[config.mk]
export PLATFORM = sky130hd
export DESIGN_NAME = decodeTop
export DESIGN_NICKNAME = d
export VERILOG_FILES = /design/src/wisc_pkg.sv /design/src/regFileBypass.sv /design/src/immExtend.sv /design/src/branchUnit.sv /design/src/controlUnit.sv /design/src/decode.sv /design/src/decodeTop.sv
export VERILOG_INCLUDE_DIRS = /design/src
export SDC_FILE = /design/constraint.sdc
export NUM_CORES = 1
export LEC_CHECK = 0
export ABC_AREA = 1
export BUFFER_PORTS_ARGS = -buffer_cell sky130_fd_sc_hd__buf_2
export CAP_MARGIN = 20
export CORE_MARGIN = 2
export CORE_UTILIZATION = 56
export DETAILED_ROUTE_END_ITERATION = 16
export PLACE_DENSITY = 0.81
export SYNTH_ARGS = -nofsm -noshare
export SYNTH_HDL_FRONTEND = slang
export SYNTH_SLANG_ARGS = --single-unit
[constraint.sdc]
create_clock -name clk -period 4.76 [get_ports clk]
set_input_delay 0.476 -clock clk [delete_from_list [all_inputs] [get_ports clk]]
set_output_delay 0.476 -clock clk [all_outputs]
set_load 0.05 [all_outputs]
[src/wisc_cfg.svh]
// Fixed sizes of the 16-bit WISC datapath, shared by the decode stage RTL
// and its testbench. Include this file wherever one of the widths is needed.
`ifndef WISC_CFG_SVH
`define WISC_CFG_SVH

// Data and instruction word width
`define DATA_W 16

// Register index width and register count
`define REG_IDX_W 3
`define NUM_REGS 8

// Link register written by jal and jalr
`define LINK_REG 7

// PC value shown on pcNew when no branch or jump is taken
`define RESET_PC 16'h0000

`endif

[src/wisc_pkg.sv]
// Enumerated types of the WISC decode stage: major opcodes and the
// control word fields handed to the later pipeline stages.
package wisc_pkg;

    // Major opcode, instr[15:11]
    typedef enum logic [4:0] {
        opHalt  = 5'b00000,
        opNop   = 5'b00001,
        opJ     = 5'b00100,
        opJr    = 5'b00101,
        opJal   = 5'b00110,
        opJalr  = 5'b00111,
        opAddi  = 5'b01000,
        opSubi  = 5'b01001,
        opXori  = 5'b01010,
        opAndni = 5'b01011,
        opBeqz  = 5'b01100,
        opBnez  = 5'b01101,
        opBltz  = 5'b01110,
        opBgez  = 5'b01111,
        opSt    = 5'b10000,
        opLd    = 5'b10001,
        opSlbi  = 5'b10010,
        opStu   = 5'b10011,
        opLbi   = 5'b11000,
        opRType = 5'b11011,
        opSeq   = 5'b11100,
        opSlt   = 5'b11101,
        opSle   = 5'b11110,
        opSco   = 5'b11111
    } opcodeT;

    // Operation performed by the execute stage ALU
    typedef enum logic [3:0] {
        aluAdd, aluSub, aluXor, aluAndn,
        aluRol, aluSll, aluRor, aluSrl,
        aluPass, aluSlbi
    } aluOpT;

    // Condition tested on the first operand
    typedef enum logic [2:0] {
        condNone, condEqz, condNez, condLtz, condGez
    } branchCondT;

    // Jump kind; the two link kinds also write R7
    typedef enum logic [2:0] {
        jNone, jImm, jReg, jalImm, jalReg
    } jumpKindT;

endpackage

[src/regFileBypass.sv]
// Eight-entry register file, two combinational read ports and one write port.
// A write in progress is passed straight through to a read of the same register.
`include "wisc_cfg.svh"

module regFileBypass (
    input  logic                  clk,
    input  logic                  arstN,
    input  logic [`REG_IDX_W-1:0] rdSel1,
    input  logic [`REG_IDX_W-1:0] rdSel2,
    input  logic [`REG_IDX_W-1:0] wrSel,
    input  logic [`DATA_W-1:0]    wrData,
    input  logic                  wrEn,
    output logic [`DATA_W-1:0]    rdData1,
    output logic [`DATA_W-1:0]    rdData2
);

    logic [`DATA_W-1:0] regs [`NUM_REGS];
    logic               hit1;
    logic               hit2;

    // R0 is an ordinary register here
    always_ff @(posedge clk or negedge arstN) begin
        if (!arstN) begin
            for (int i = 0; i < `NUM_REGS; i++) begin
                regs[i] <= '0;
            end
        end else if (wrEn) begin
            regs[wrSel] <= wrData;
        end
    end

    // Write-to-read bypass
    assign hit1 = wrEn && (wrSel == rdSel1);
    assign hit2 = wrEn && (wrSel == rdSel2);

    assign rdData1 = hit1 ? wrData : regs[rdSel1];
    assign rdData2 = hit2 ? wrData : regs[rdSel2];

endmodule

[src/immExtend.sv]
// Immediate extension: picks the 5, 8 or 11 bit field of the instruction
// by opcode and sign- or zero-extends it to the data width.
`include "wisc_cfg.svh"

module immExtend (
    input  logic [`DATA_W-1:0] instr,
    output logic [`DATA_W-1:0] immVal
);

    import wisc_pkg::*;

    opcodeT opcode;

    assign opcode = opcodeT'(instr[15:11]);

    always_comb begin
        case (opcode)
            // I-format 1, signed
            opAddi, opSubi, opLd, opSt, opStu:
                immVal = {{(`DATA_W-5){instr[4]}}, instr[4:0]};
            // Logical immediates are unsigned
            opXori, opAndni:
                immVal = {{(`DATA_W-5){1'b0}}, instr[4:0]};
            opSlbi:
                immVal = {{(`DATA_W-8){1'b0}}, instr[7:0]};
            opBeqz, opBnez, opBltz, opBgez, opLbi, opJr, opJalr:
                immVal = {{(`DATA_W-8){instr[7]}}, instr[7:0]};
            // J-format displacement
            opJ, opJal:
                immVal = {{(`DATA_W-11){instr[10]}}, instr[10:0]};
            default:
                immVal = '0;
        endcase
    end

endmodule

[src/branchUnit.sv]
// Branch condition check on the forwarded first operand.
`include "wisc_cfg.svh"

module branchUnit (
    input  logic [`DATA_W-1:0]    opnd,
    input  wisc_pkg::branchCondT  cond,
    output logic                  taken
);

    import wisc_pkg::*;

    logic isZero;
    logic isNeg;

    assign isZero = (opnd == '0);
    assign isNeg  = opnd[`DATA_W-1];

    always_comb begin
        case (cond)
            condEqz: taken = isZero;
            condNez: taken = !isZero;
            condLtz: taken = isNeg;
            condGez: taken = !isNeg;
            default: taken = 1'b0;
        endcase
    end

endmodule

[src/controlUnit.sv]
// Combinational instruction decoder. Produces the control word for the
// execute, memory and write-back stages from the major opcode.
`include "wisc_cfg.svh"

module controlUnit (
    input  logic [`DATA_W-1:0]   instr,
    output wisc_pkg::aluOpT      aluOp,
    output wisc_pkg::branchCondT branchCond,
    output wisc_pkg::jumpKindT   jumpKind,
    output logic                 regWrite,
    output logic                 aluSrc,
    output logic                 memWrite,
    output logic                 memRead,
    output logic                 memToReg,
    output logic                 stu,
    output logic                 lbi,
    output logic                 slbi
);

    import wisc_pkg::*;

    opcodeT opcode;
    aluOpT  rFunc;

    assign opcode = opcodeT'(instr[15:11]);

    // R-format function field
    always_comb begin
        case (instr[1:0])
            2'b00:   rFunc = aluAdd;
            2'b01:   rFunc = aluSub;
            2'b10:   rFunc = aluXor;
            default: rFunc = aluAndn;
        endcase
    end

    always_comb begin
        // Inactive word, also used for halt and unknown opcodes
        aluOp      = aluPass;
        branchCond = condNone;
        jumpKind   = jNone;
        regWrite   = 1'b0;
        aluSrc     = 1'b0;
        memWrite   = 1'b0;
        memRead    = 1'b0;
        memToReg   = 1'b0;
        stu        = 1'b0;
        lbi        = 1'b0;
        slbi       = 1'b0;
        case (opcode)
            opAddi, opSubi, opXori, opAndni: begin
                regWrite = 1'b1;
                aluSrc   = 1'b1;
                case (opcode)
                    opAddi:  aluOp = aluAdd;
                    opSubi:  aluOp = aluSub;
                    opXori:  aluOp = aluXor;
                    default: aluOp = aluAndn;
                endcase
            end
            opSlbi: begin
                aluOp    = aluSlbi;
                regWrite = 1'b1;
                aluSrc   = 1'b1;
                slbi     = 1'b1;
            end
            opLbi: begin
                regWrite = 1'b1;
                aluSrc   = 1'b1;
                lbi      = 1'b1;
            end
            opSt: begin
                aluOp    = aluAdd;
                aluSrc   = 1'b1;
                memWrite = 1'b1;
            end
            opLd: begin
                aluOp    = aluAdd;
                aluSrc   = 1'b1;
                memRead  = 1'b1;
                memToReg = 1'b1;
                regWrite = 1'b1;
            end
            // Store with base update writes Rs back
            opStu: begin
                aluOp    = aluAdd;
                aluSrc   = 1'b1;
                memWrite = 1'b1;
                regWrite = 1'b1;
                stu      = 1'b1;
            end
            opBeqz: branchCond = condEqz;
            opBnez: branchCond = condNez;
            opBltz: branchCond = condLtz;
            opBgez: branchCond = condGez;
            opJ:    jumpKind = jImm;
            opJr:   jumpKind = jReg;
            opJal: begin
                jumpKind = jalImm;
                regWrite = 1'b1;
            end
            opJalr: begin
                jumpKind = jalReg;
                regWrite = 1'b1;
            end
            opRType: begin
                aluOp    = rFunc;
                regWrite = 1'b1;
            end
            // Compares use subtraction, carry-out uses the adder
            opSeq, opSlt, opSle: begin
                aluOp    = aluSub;
                regWrite = 1'b1;
            end
            opSco: begin
                aluOp    = aluAdd;
                regWrite = 1'b1;
            end
            default: begin
            end
        endcase
    end

endmodule

[src/decode.sv]
// Decode stage datapath. Reads the register file, extends the immediate,
// forwards Rs from EX and MEM, resolves branches and jumps, and drives
// the next PC back to fetch in the same cycle.
`include "wisc_cfg.svh"

module decode (
    input  logic                  clk,
    input  logic                  arstN,
    input  logic [`DATA_W-1:0]    instr,
    input  logic [`DATA_W-1:0]    pcInc,
    input  logic                  wbEn,
    input  logic [`REG_IDX_W-1:0] wbRd,
    input  logic [`DATA_W-1:0]    wbData,
    input  logic                  exFwdEn,
    input  logic [`REG_IDX_W-1:0] exRd,
    input  logic [`DATA_W-1:0]    exData,
    input  logic                  exLink,
    input  logic [`DATA_W-1:0]    exPcInc,
    input  logic                  memFwdEn,
    input  logic [`REG_IDX_W-1:0] memRd,
    input  logic [`DATA_W-1:0]    memData,
    input  logic                  memLink,
    input  logic [`DATA_W-1:0]    memPcInc,
    output logic [`DATA_W-1:0]    read1Data,
    output logic [`DATA_W-1:0]    read2Data,
    output logic [`DATA_W-1:0]    immVal,
    output logic [`DATA_W-1:0]    pcNew,
    output logic [`REG_IDX_W-1:0] rdOut,
    output wisc_pkg::aluOpT       aluOp,
    output wisc_pkg::branchCondT  branchCond,
    output wisc_pkg::jumpKindT    jumpKind,
    output logic                  regWrite,
    output logic                  aluSrc,
    output logic                  memWrite,
    output logic                  memRead,
    output logic                  memToReg,
    output logic                  stu,
    output logic                  lbi,
    output logic                  slbi,
    output logic                  pcSrc,
    output logic                  flush
);

    import wisc_pkg::*;

    localparam logic [`REG_IDX_W-1:0] linkReg = `LINK_REG;

    logic [`REG_IDX_W-1:0] rs;
    logic [`REG_IDX_W-1:0] rt;
    logic                  exHit;
    logic                  memHit;
    logic [`DATA_W-1:0]    exVal;
    logic [`DATA_W-1:0]    memVal;
    logic [`DATA_W-1:0]    fwdRs;
    logic [`DATA_W-1:0]    targetBase;
    logic [`DATA_W-1:0]    target;
    logic                  taken;
    logic                  isLink;
    logic                  isRegJump;

    assign rs = instr[10:8];
    assign rt = instr[7:5];

    regFileBypass regs0 (
        .clk     (clk),
        .arstN   (arstN),
        .rdSel1  (rs),
        .rdSel2  (rt),
        .wrSel   (wbRd),
        .wrData  (wbData),
        .wrEn    (wbEn),
        .rdData1 (read1Data),
        .rdData2 (read2Data)
    );

    immExtend imm0 (
        .instr  (instr),
        .immVal (immVal)
    );

    controlUnit ctrl0 (
        .instr      (instr),
        .aluOp      (aluOp),
        .branchCond (branchCond),
        .jumpKind   (jumpKind),
        .regWrite   (regWrite),
        .aluSrc     (aluSrc),
        .memWrite   (memWrite),
        .memRead    (memRead),
        .memToReg   (memToReg),
        .stu        (stu),
        .lbi        (lbi),
        .slbi       (slbi)
    );

    // Forwarding of Rs, EX has priority over MEM
    assign exHit  = exFwdEn && (exRd == rs);
    assign memHit = memFwdEn && (memRd == rs);

    // A linking stage carries its return address, not its ALU result
    assign exVal  = (exLink && exRd == linkReg) ? exPcInc : exData;
    assign memVal = (memLink && memRd == linkReg) ? memPcInc : memData;

    assign fwdRs = exHit  ? exVal  :
                   memHit ? memVal :
                   read1Data;

    branchUnit br0 (
        .opnd  (fwdRs),
        .cond  (branchCond),
        .taken (taken)
    );

    // Target adder
    assign isRegJump  = (jumpKind == jReg) || (jumpKind == jalReg);
    assign targetBase = isRegJump ? fwdRs : pcInc;
    assign target     = targetBase + immVal;

    assign pcSrc = taken || (jumpKind != jNone);
    assign flush = pcSrc;
    assign pcNew = pcSrc ? target : '0;

    // Destination register
    assign isLink = (jumpKind == jalImm) || (jumpKind == jalReg);

    always_comb begin
        if (stu || lbi || slbi) begin
            rdOut = rs;
        end else if (isLink) begin
            rdOut = linkReg;
        end else if (instr[15:14] == 2'b11) begin
            rdOut = instr[4:2];
        end else begin
            rdOut = rt;
        end
    end

endmodule

[src/decodeTop.sv]
// Top of the decode subsystem: the decode stage and its ID/EX pipeline
// register. PC select outputs are combinational, everything else is one
// cycle behind the instruction.
`include "wisc_cfg.svh"

module decodeTop (
    input  logic                  clk,
    input  logic                  arstN,
    input  logic [`DATA_W-1:0]    instr,
    input  logic [`DATA_W-1:0]    pcInc,
    input  logic                  wbEn,
    input  logic [`REG_IDX_W-1:0] wbRd,
    input  logic [`DATA_W-1:0]    wbData,
    input  logic                  exFwdEn,
    input  logic [`REG_IDX_W-1:0] exRd,
    input  logic [`DATA_W-1:0]    exData,
    input  logic                  exLink,
    input  logic [`DATA_W-1:0]    exPcInc,
    input  logic                  memFwdEn,
    input  logic [`REG_IDX_W-1:0] memRd,
    input  logic [`DATA_W-1:0]    memData,
    input  logic                  memLink,
    input  logic [`DATA_W-1:0]    memPcInc,
    output logic                  pcSrc,
    output logic [`DATA_W-1:0]    pcNew,
    output logic                  flush,
    output wisc_pkg::aluOpT       idAluOp,
    output logic                  idRegWrite,
    output logic                  idAluSrc,
    output logic                  idMemWrite,
    output logic                  idMemRead,
    output logic                  idMemToReg,
    output logic [`DATA_W-1:0]    idRead1Data,
    output logic [`DATA_W-1:0]    idRead2Data,
    output logic [`DATA_W-1:0]    idImmVal,
    output logic [`REG_IDX_W-1:0] idRd,
    output logic [`DATA_W-1:0]    idPcInc
);

    import wisc_pkg::*;

    aluOpT                 aluOp;
    logic                  regWrite;
    logic                  aluSrc;
    logic                  memWrite;
    logic                  memRead;
    logic                  memToReg;
    logic [`DATA_W-1:0]    read1Data;
    logic [`DATA_W-1:0]    read2Data;
    logic [`DATA_W-1:0]    immVal;
    logic [`REG_IDX_W-1:0] rdOut;

    decode dec0 (
        .clk        (clk),
        .arstN      (arstN),
        .instr      (instr),
        .pcInc      (pcInc),
        .wbEn       (wbEn),
        .wbRd       (wbRd),
        .wbData     (wbData),
        .exFwdEn    (exFwdEn),
        .exRd       (exRd),
        .exData     (exData),
        .exLink     (exLink),
        .exPcInc    (exPcInc),
        .memFwdEn   (memFwdEn),
        .memRd      (memRd),
        .memData    (memData),
        .memLink    (memLink),
        .memPcInc   (memPcInc),
        .read1Data  (read1Data),
        .read2Data  (read2Data),
        .immVal     (immVal),
        .pcNew      (pcNew),
        .rdOut      (rdOut),
        .aluOp      (aluOp),
        .branchCond (),
        .jumpKind   (),
        .regWrite   (regWrite),
        .aluSrc     (aluSrc),
        .memWrite   (memWrite),
        .memRead    (memRead),
        .memToReg   (memToReg),
        .stu        (),
        .lbi        (),
        .slbi       (),
        .pcSrc      (pcSrc),
        .flush      (flush)
    );

    // ID/EX register; a flushing instruction is still captured
    always_ff @(posedge clk or negedge arstN) begin
        if (!arstN) begin
            idAluOp     <= aluPass;
            idRegWrite  <= 1'b0;
            idAluSrc    <= 1'b0;
            idMemWrite  <= 1'b0;
            idMemRead   <= 1'b0;
            idMemToReg  <= 1'b0;
            idRead1Data <= '0;
            idRead2Data <= '0;
            idImmVal    <= '0;
            idRd        <= '0;
            idPcInc     <= '0;
        end else begin
            idAluOp     <= aluOp;
            idRegWrite  <= regWrite;
            idAluSrc    <= aluSrc;
            idMemWrite  <= memWrite;
            idMemRead   <= memRead;
            idMemToReg  <= memToReg;
            idRead1Data <= read1Data;
            idRead2Data <= read2Data;
            idImmVal    <= immVal;
            idRd        <= rdOut;
            idPcInc     <= pcInc;
        end
    end

endmodule

### After elaboration in Yosys (flattened, before gate mapping)

Index checks and enable logic that the tools add are counted.

| storage, ports and cells | value |
|---|---|
| bits in registers | 203 |
| bits in latches | 0 |
| bits in writable memories | 0 |
| bits in read-only memories | 0 |
| input bits | 128 |
| output and inout bits | 94 |
| logic and storage cells | 125 |
| memories kept | 0 |

| operators by class | value |
|---|---|
| add/sub/neg operators | 1 |
| multipliers | 0 |
| div/mod/pow operators | 0 |
| $lt $le $gt $ge | 4 |
| equality and inequality tests | 38 |
| shift-type cells | 0 |
| mux-type cells | 34 |
| bitwise operators | 3 |
| reductions and logical operators | 27 |

Operator list:

| operator | count |
|---|---|
| 16-bit two-way mux | 13 |
| 128-bit bitwise mux | 1 |
| 16-bit binary-select mux with 3-bit select | 2 |
| 16-bit case mux with 5 select lines | 1 |
| 5-bit equality test (second input constant) | 10 |
| 16-bit demux with 3-bit select | 1 |
| 5-bit by 4-bit equality test with 1-bit output (second input constant) | 8 |
| 3-bit case mux with 4 select lines | 2 |
| 5-bit by 3-bit equality test with 1-bit output (second input constant) | 4 |
| 4-bit case mux with 5 select lines | 1 |
| 16-bit adder | 1 |
| 16-bit zero test | 1 |
| 15-bit OR reduction | 1 |
| 3-bit by 2-bit equality test with 1-bit output (second input constant) | 4 |
| 3-bit equality test | 4 |
| 3-bit equality test (second input constant) | 4 |
| 4-bit greater-or-equal comparator (second input constant) | 3 |
| 3-bit NOT with 4-bit output | 3 |
| 2-bit case mux with 3 select lines | 2 |
| 3-bit two-way mux | 3 |
| 9-bit OR reduction | 1 |
| 4-bit OR reduction | 2 |
| 1-bit logical AND | 7 |
| 1-bit two-way mux | 7 |
| 13 further kinds | 21 |

### Logic depth before layout (Yosys ltp)

| logic depth | value |
|---|---|
| depth in word-level cells | 12 |
| depth in mapped cells | 23 |

### Cells and area by module

A second synthesis with hierarchy kept.

| second synthesis, totals | value |
|---|---|
| cells, all modules | 1793 |
| area, all modules | 12507.0 um^2 |

By module, submodules not included:

| module | instances | cells each | area each (um^2) |
|---|---|---|---|
| regFileBypass | 1 | 1196 | 7772.5 |
| decode | 1 | 383 | 2140.8 |
| decodeTop | 1 | 76 | 1903.1 |
| controlUnit | 1 | 57 | 289.0 |
| immExtend | 1 | 54 | 285.3 |
| branchUnit | 1 | 27 | 116.4 |

### Worst setup path before layout

Ideal clock, no wire load.

| timing | value |
|---|---|
| path kind | input to output |
| start | in memRd[1] |
| end | out pcNew[14] |
| data arrival time | 3528 ps |
| required time | 4284 ps |
| setup slack | 756 ps |
| cell stages on the path | 22 |
| path buffers | 2 |
| cell sequence | nand2_1 nor2_2 buf_4 buf_4 nand2_1 a21oi_1 nor2_1 o21ai_0 nand2_1 o21ai_0 ha_1 inv_1 fa_1 nor2_1 nand3_1 nand2_1 nand2_1 nand2_2 nand2_1 nand3_1 nand2_1 nor2_1 |

| between the ends | value |
|---|---|
| cells in the longest elaborated chain, start to end | 10 |

RTL lines:

| what | RTL line | source |
|---|---|---|
| start: declaration | decodeTop.sv:20 | `` input logic [`REG_IDX_W-1:0] memRd, `` |
| 3-bit equality test | decode.sv:102 | `assign memVal = (memLink && memRd == linkReg) ? memPcInc : memData;` |
| 1-bit logical AND | decode.sv:102 |  |
| 16-bit two-way mux | decode.sv:102 |  |
| 16-bit two-way mux * | decode.sv:105 | `memHit ? memVal :` |
| 16-bit two-way mux * | decode.sv:104 | `assign fwdRs = exHit ? exVal :` |
| parallel branches: the longest is 4 deep, another holds 16-bit adder | -- |  |
| 16-bit two-way mux * | decode.sv:121 | `assign pcNew = pcSrc ? target : '0;` |
| end: declaration | decodeTop.sv:25 | `` output logic [`DATA_W-1:0] pcNew, `` |

Mark *: on every way between the ends.

### Final worst setup path

| timing | value |
|---|---|
| start | in instr[9] |
| end | out pcNew[10] |

| between the ends | value |
|---|---|
| cells in the longest elaborated chain, start to end | 12 |

RTL lines:

| what | RTL line | source |
|---|---|---|
| start: declaration | decodeTop.sv:9 | `` input logic [`DATA_W-1:0] instr, `` |
| parallel branches: the longest is 11 deep, another holds 16-bit adder | -- |  |
| 16-bit two-way mux * | decode.sv:121 |  |

Mark *: on every way between the ends. The select of a mux whose other input is x is not followed.

==> results.txt <==
The flow ran to the end, and the final reports show no timing, DRC or antenna violations. After synthesis, the share of flip-flops with an asynchronous set or reset is 100%. The synthesized area is 0.0115 mm2.

The stage delay of the slowest cell on the critical path is 0.40 ns. The critical path arrival came out at 3.85 ns. The tool flagged a number of max-cap violations equal to 0. The aggregate negative setup slack is 0 ns. The post-detailed-route count of antenna-violating nets came out at 0.

Traced cell by cell, the critical path runs through buf_2 -> inv_2 -> nand2_1 -> nand2_1 -> nor2_4 -> nand2_4 -> nand3_1 -> o21ai_1 -> o21ai_1 -> nand2_1 -> o21ai_0 -> ha_1 -> inv_1 -> fa_1 -> nor2_1 -> nand3_1 -> nand2_1 -> nand2_1 -> nand2_2 -> nand2_1 -> nand3_1 -> nand2_1 -> nor2_1 -> clkbuf_4. The worst hold slack is 0.153 ns. The worst path uses 90.8% of the clock period. The maximum number of buffers from clock root to sink came out at 2. The global router's overall resource usage came out at 35.5%. The most common cell in the synthesized netlist is nand2_1. The total nets after synthesis came out at 1725. The count of buffers inserted at the top-level ports came out at 220. The leakage power came out at 0.00679 uW. The kind of critical path is input port to primary output. The cts-stage hold buffer count is 0. The top flip-flop cell by instance count after synthesis is dfrtp_1. The cell that appears most often on the critical path is nand2_1. TritonCTS built the clock tree. The cell count of the worst reg-to-reg path is 6. The global-route wire length before repair came out at 59.9 mm. The count of clock tree sinks is 197.

dfrtp_1 takes more of the synthesized area than any other cell. The worst-margin pin slew is 1.03 ns. The relative slew slack came out at 31.1%. In the synthesized netlist, the number of instances is 1582. The type of the tightest min-delay check is input port to async pin.

During I/O placement, the number of pins put on the boundary was 222. The congestion estimate from routability-driven global placement came to 1.02. The average footprint of a synthesized cell came out at 7.27 um2. For this run, the top clock speed supported by timing is 231 MHz. The maximum vdd ir drop is 0.000288 V. The maximum number of pins on one net before global-route repair is 116. The remaining design rule violation count came out at 0. After floorplanning, the core was sized to cover 0.0202 mm2.

The synthesized design contains 0 enable-type register cells. The number of DRC markers in iteration 0 is 1289. The H-tree depth reported by CTS is 4. Sorting the synthesized cells by area gives the leading types as dfrtp_1 43%, nand2_1 13%, o21ai_0 11%. The global-route congestion overflow total came out at 0.

The net count reported at finish is 1896. Among all stages on the critical path, the largest delay is contributed by fa_1. The growth of design area from synthesis to finish came out at 16.6%. The startpoint type of the worst setup path is an input port. Sorting the synthesized cells by how often they occur yields 410 x nand2_1, 245 x o21ai_0, 196 x dfrtp_1, 149 x nand3_1, 135 x nor2_1.

The number of warnings reported in the yosys synthesis log is 0. Setup repair after global routing left no endpoint under its margin. The max-slew violation count came out at 0.

The CTS clock-pin slew for the worst setup and hold paths came out at 0.07 ns. The number of global-route vias before repair was 11.0k. The setup violation total in the final timing report came out at 0.

The number of rows created at floorplan is 52. The clock latency on the worst-skew pair came out at 0.44 ns. For this configuration, the core starts out at a cell density of 57.0%.

The sum of routed wire length over all layers came out at 38.6 mm. The die boundary width is 147 um. The share of synthesized area in the top cell type comes to 42.7%.

The routed design could run at a clock period as short as 4.32 ns. The routed via count divided by cell count is 5.90. Dividing the detail-routed wire length by the instance count gives 18.9 um.

The number of unique standard cell types used by synthesis came out at 52. The layout cell share with drive strength beyond 1 came out at 18.2%. The total of fill cells in the finished design came out at 1786.

The number of buffers created by CTS is 17. The root cell of the clock tree is clkbuf_16. In this run, synthesis produced a sequential element count of 197. The vertical die dimension came out at 147 um. The share of the Yosys chip area taken by registers is 42.9%. The number of iterations in the first detailed-routing pass came out at 6. The data required time at the worst endpoint came out at 4.28 ns.

The endpoint kind of the worst setup timing path is a primary output. The vias after detailed routing is 12.0k. The area enclosed by the die boundary came out at 0.0217 mm2. Between clock sinks in the finished design, the worst skew comes to 0.00994 ns. Power spread over the standard cell area amounts to 371 mW/mm2.

The largest driver fanout on the critical path is 22. The detailed-placement wirelength estimate came out at 27.0 mm. The initial antenna violation count came out at 3. The final hold violation count is 0.
[per-stage QoR]
step	setup WS, ns	utilization [%]	cells	total power [uW]	area [um2]
after floorplan	0.756	-	1582	3100	11500
after global placement	0.472	63.0	1999	3510	12700
after detailed placement	0.334	63.0	1999	3540	12700
after CTS	0.308	65.9	2031	4950	13300
after global routing	0.0134	66.4	2037	5230	13400
final	0.438	66.5	2041	4970	13400
[state kept, by name, indices dropped and copies added, names as in the netlist]
register,flops
dec0.regs0.regs,128
idAluOp,3
idAluSrc,1
idImmVal,11
idMemToReg,1
idMemWrite,1
idPcInc,16
idRd,3
idRead1Data,16
idRead2Data,16
idRegWrite,1
[layer usage]
| metal | routed length, um | GRT usage [%] | up-vias |
|---|---|---|---|
| met5 | 15 | 0 | - |
| met4 | 1250 | 12.9 | 2 |
| met3 | 4140 | 6.21 | 111 |
| met2 | 18000 | 56.3 | 767 |
| met1 | 15200 | 49.4 | 5558 |
| li1 | - | - | 5604 |
[worst max-delay path, delay by kind of cell]
family / cells / cell delay (ns)
AO/OA/AOI/OAI: 3 / 0.48
buffers and inverters: 4 / 0.60
AND/OR/NAND/NOR: 15 / 1.66
adder cells (fa/ha/maj): 2 / 0.60
[what timing repair did]
item	4_1_cts	5_1_grt
setup buffers	0	0
resized for setup	0	6
setup endpoints to repair	0	5
[cells by family (layout without fill, tap and decap cells)]
kind of cell    Yosys count  in the layout  share of synthesized area (%)
other cells               1              6                         0.0326
mux                       5              5                          0.446
fa+ha+maj                15             15                           1.70
simple gates            745            745                           27.5
buf+inv                 220            404                           8.04
compound gates          390            390                           18.6
xor+xnor                  9              9                          0.686
flops                   197            197                           42.9
[cells in the final DEF (no fill, tap or decap), types with 5 or more instances in the layout]
| cell | netlist | routed |
|---|---|---|
| dfrtp_1 | 196 | 196 |
| a31oi_1 | 5 | 5 |
| nor2_1 | 135 | 135 |
| o221ai_1 | 16 | 16 |
| ha_1 | 14 | 14 |
| nand3_1 | 149 | 149 |
| clkbuf_16 | 0 | 17 |
| nand3_2 | 9 | 9 |
| buf_2 | 19 | 215 |
| nand2_1 | 410 | 410 |
| nor3_1 | 6 | 5 |
| diode_2 | 0 | 5 |
| nand2_2 | 7 | 7 |
| buf_4 | 14 | 26 |
| inv_1 | 115 | 115 |
| o211ai_1 | 25 | 25 |
| nand4_1 | 7 | 7 |
| a21oi_1 | 71 | 71 |
| o22ai_1 | 8 | 8 |
| o21ai_1 | 6 | 7 |
| xor2_1 | 6 | 6 |
| o21ai_0 | 245 | 244 |
[layout make-up]
cell class,instances,area [um2],area share (%)
flip-flops and latches,197,4930,36.8
repair buffers,253,1430,10.7
clock buffers,23,478,3.57
clock inverters,9,96.3,0.719
well taps,270,338,2.52
diodes,5,12.5,0.0933
inverters,119,447,3.33
multi-input cells,1165,5670,42.3
[final timing paths]
check	from	to	slack, ns
max in group asynchronous	arstN	dec0.regs0.regs[62]	3.36
hold / removal	arstN	idPcInc[4]	0.15
min in group clk	pcInc[11]	idPcInc[11]	0.16
hold reg to reg	dec0.regs0.regs[114]	dec0.regs0.regs[114]	0.49
setup / recovery	instr[9]	pcNew[10]	0.44
setup reg to reg	dec0.regs0.regs[9]	idRead1Data[9]	3.42
[where the power goes]
group,switching [uW],internal [uW]
combinational,1000,422
clock,652,771
sequential,178,1950
Note: power is estimated with default switching activity, not from simulation.
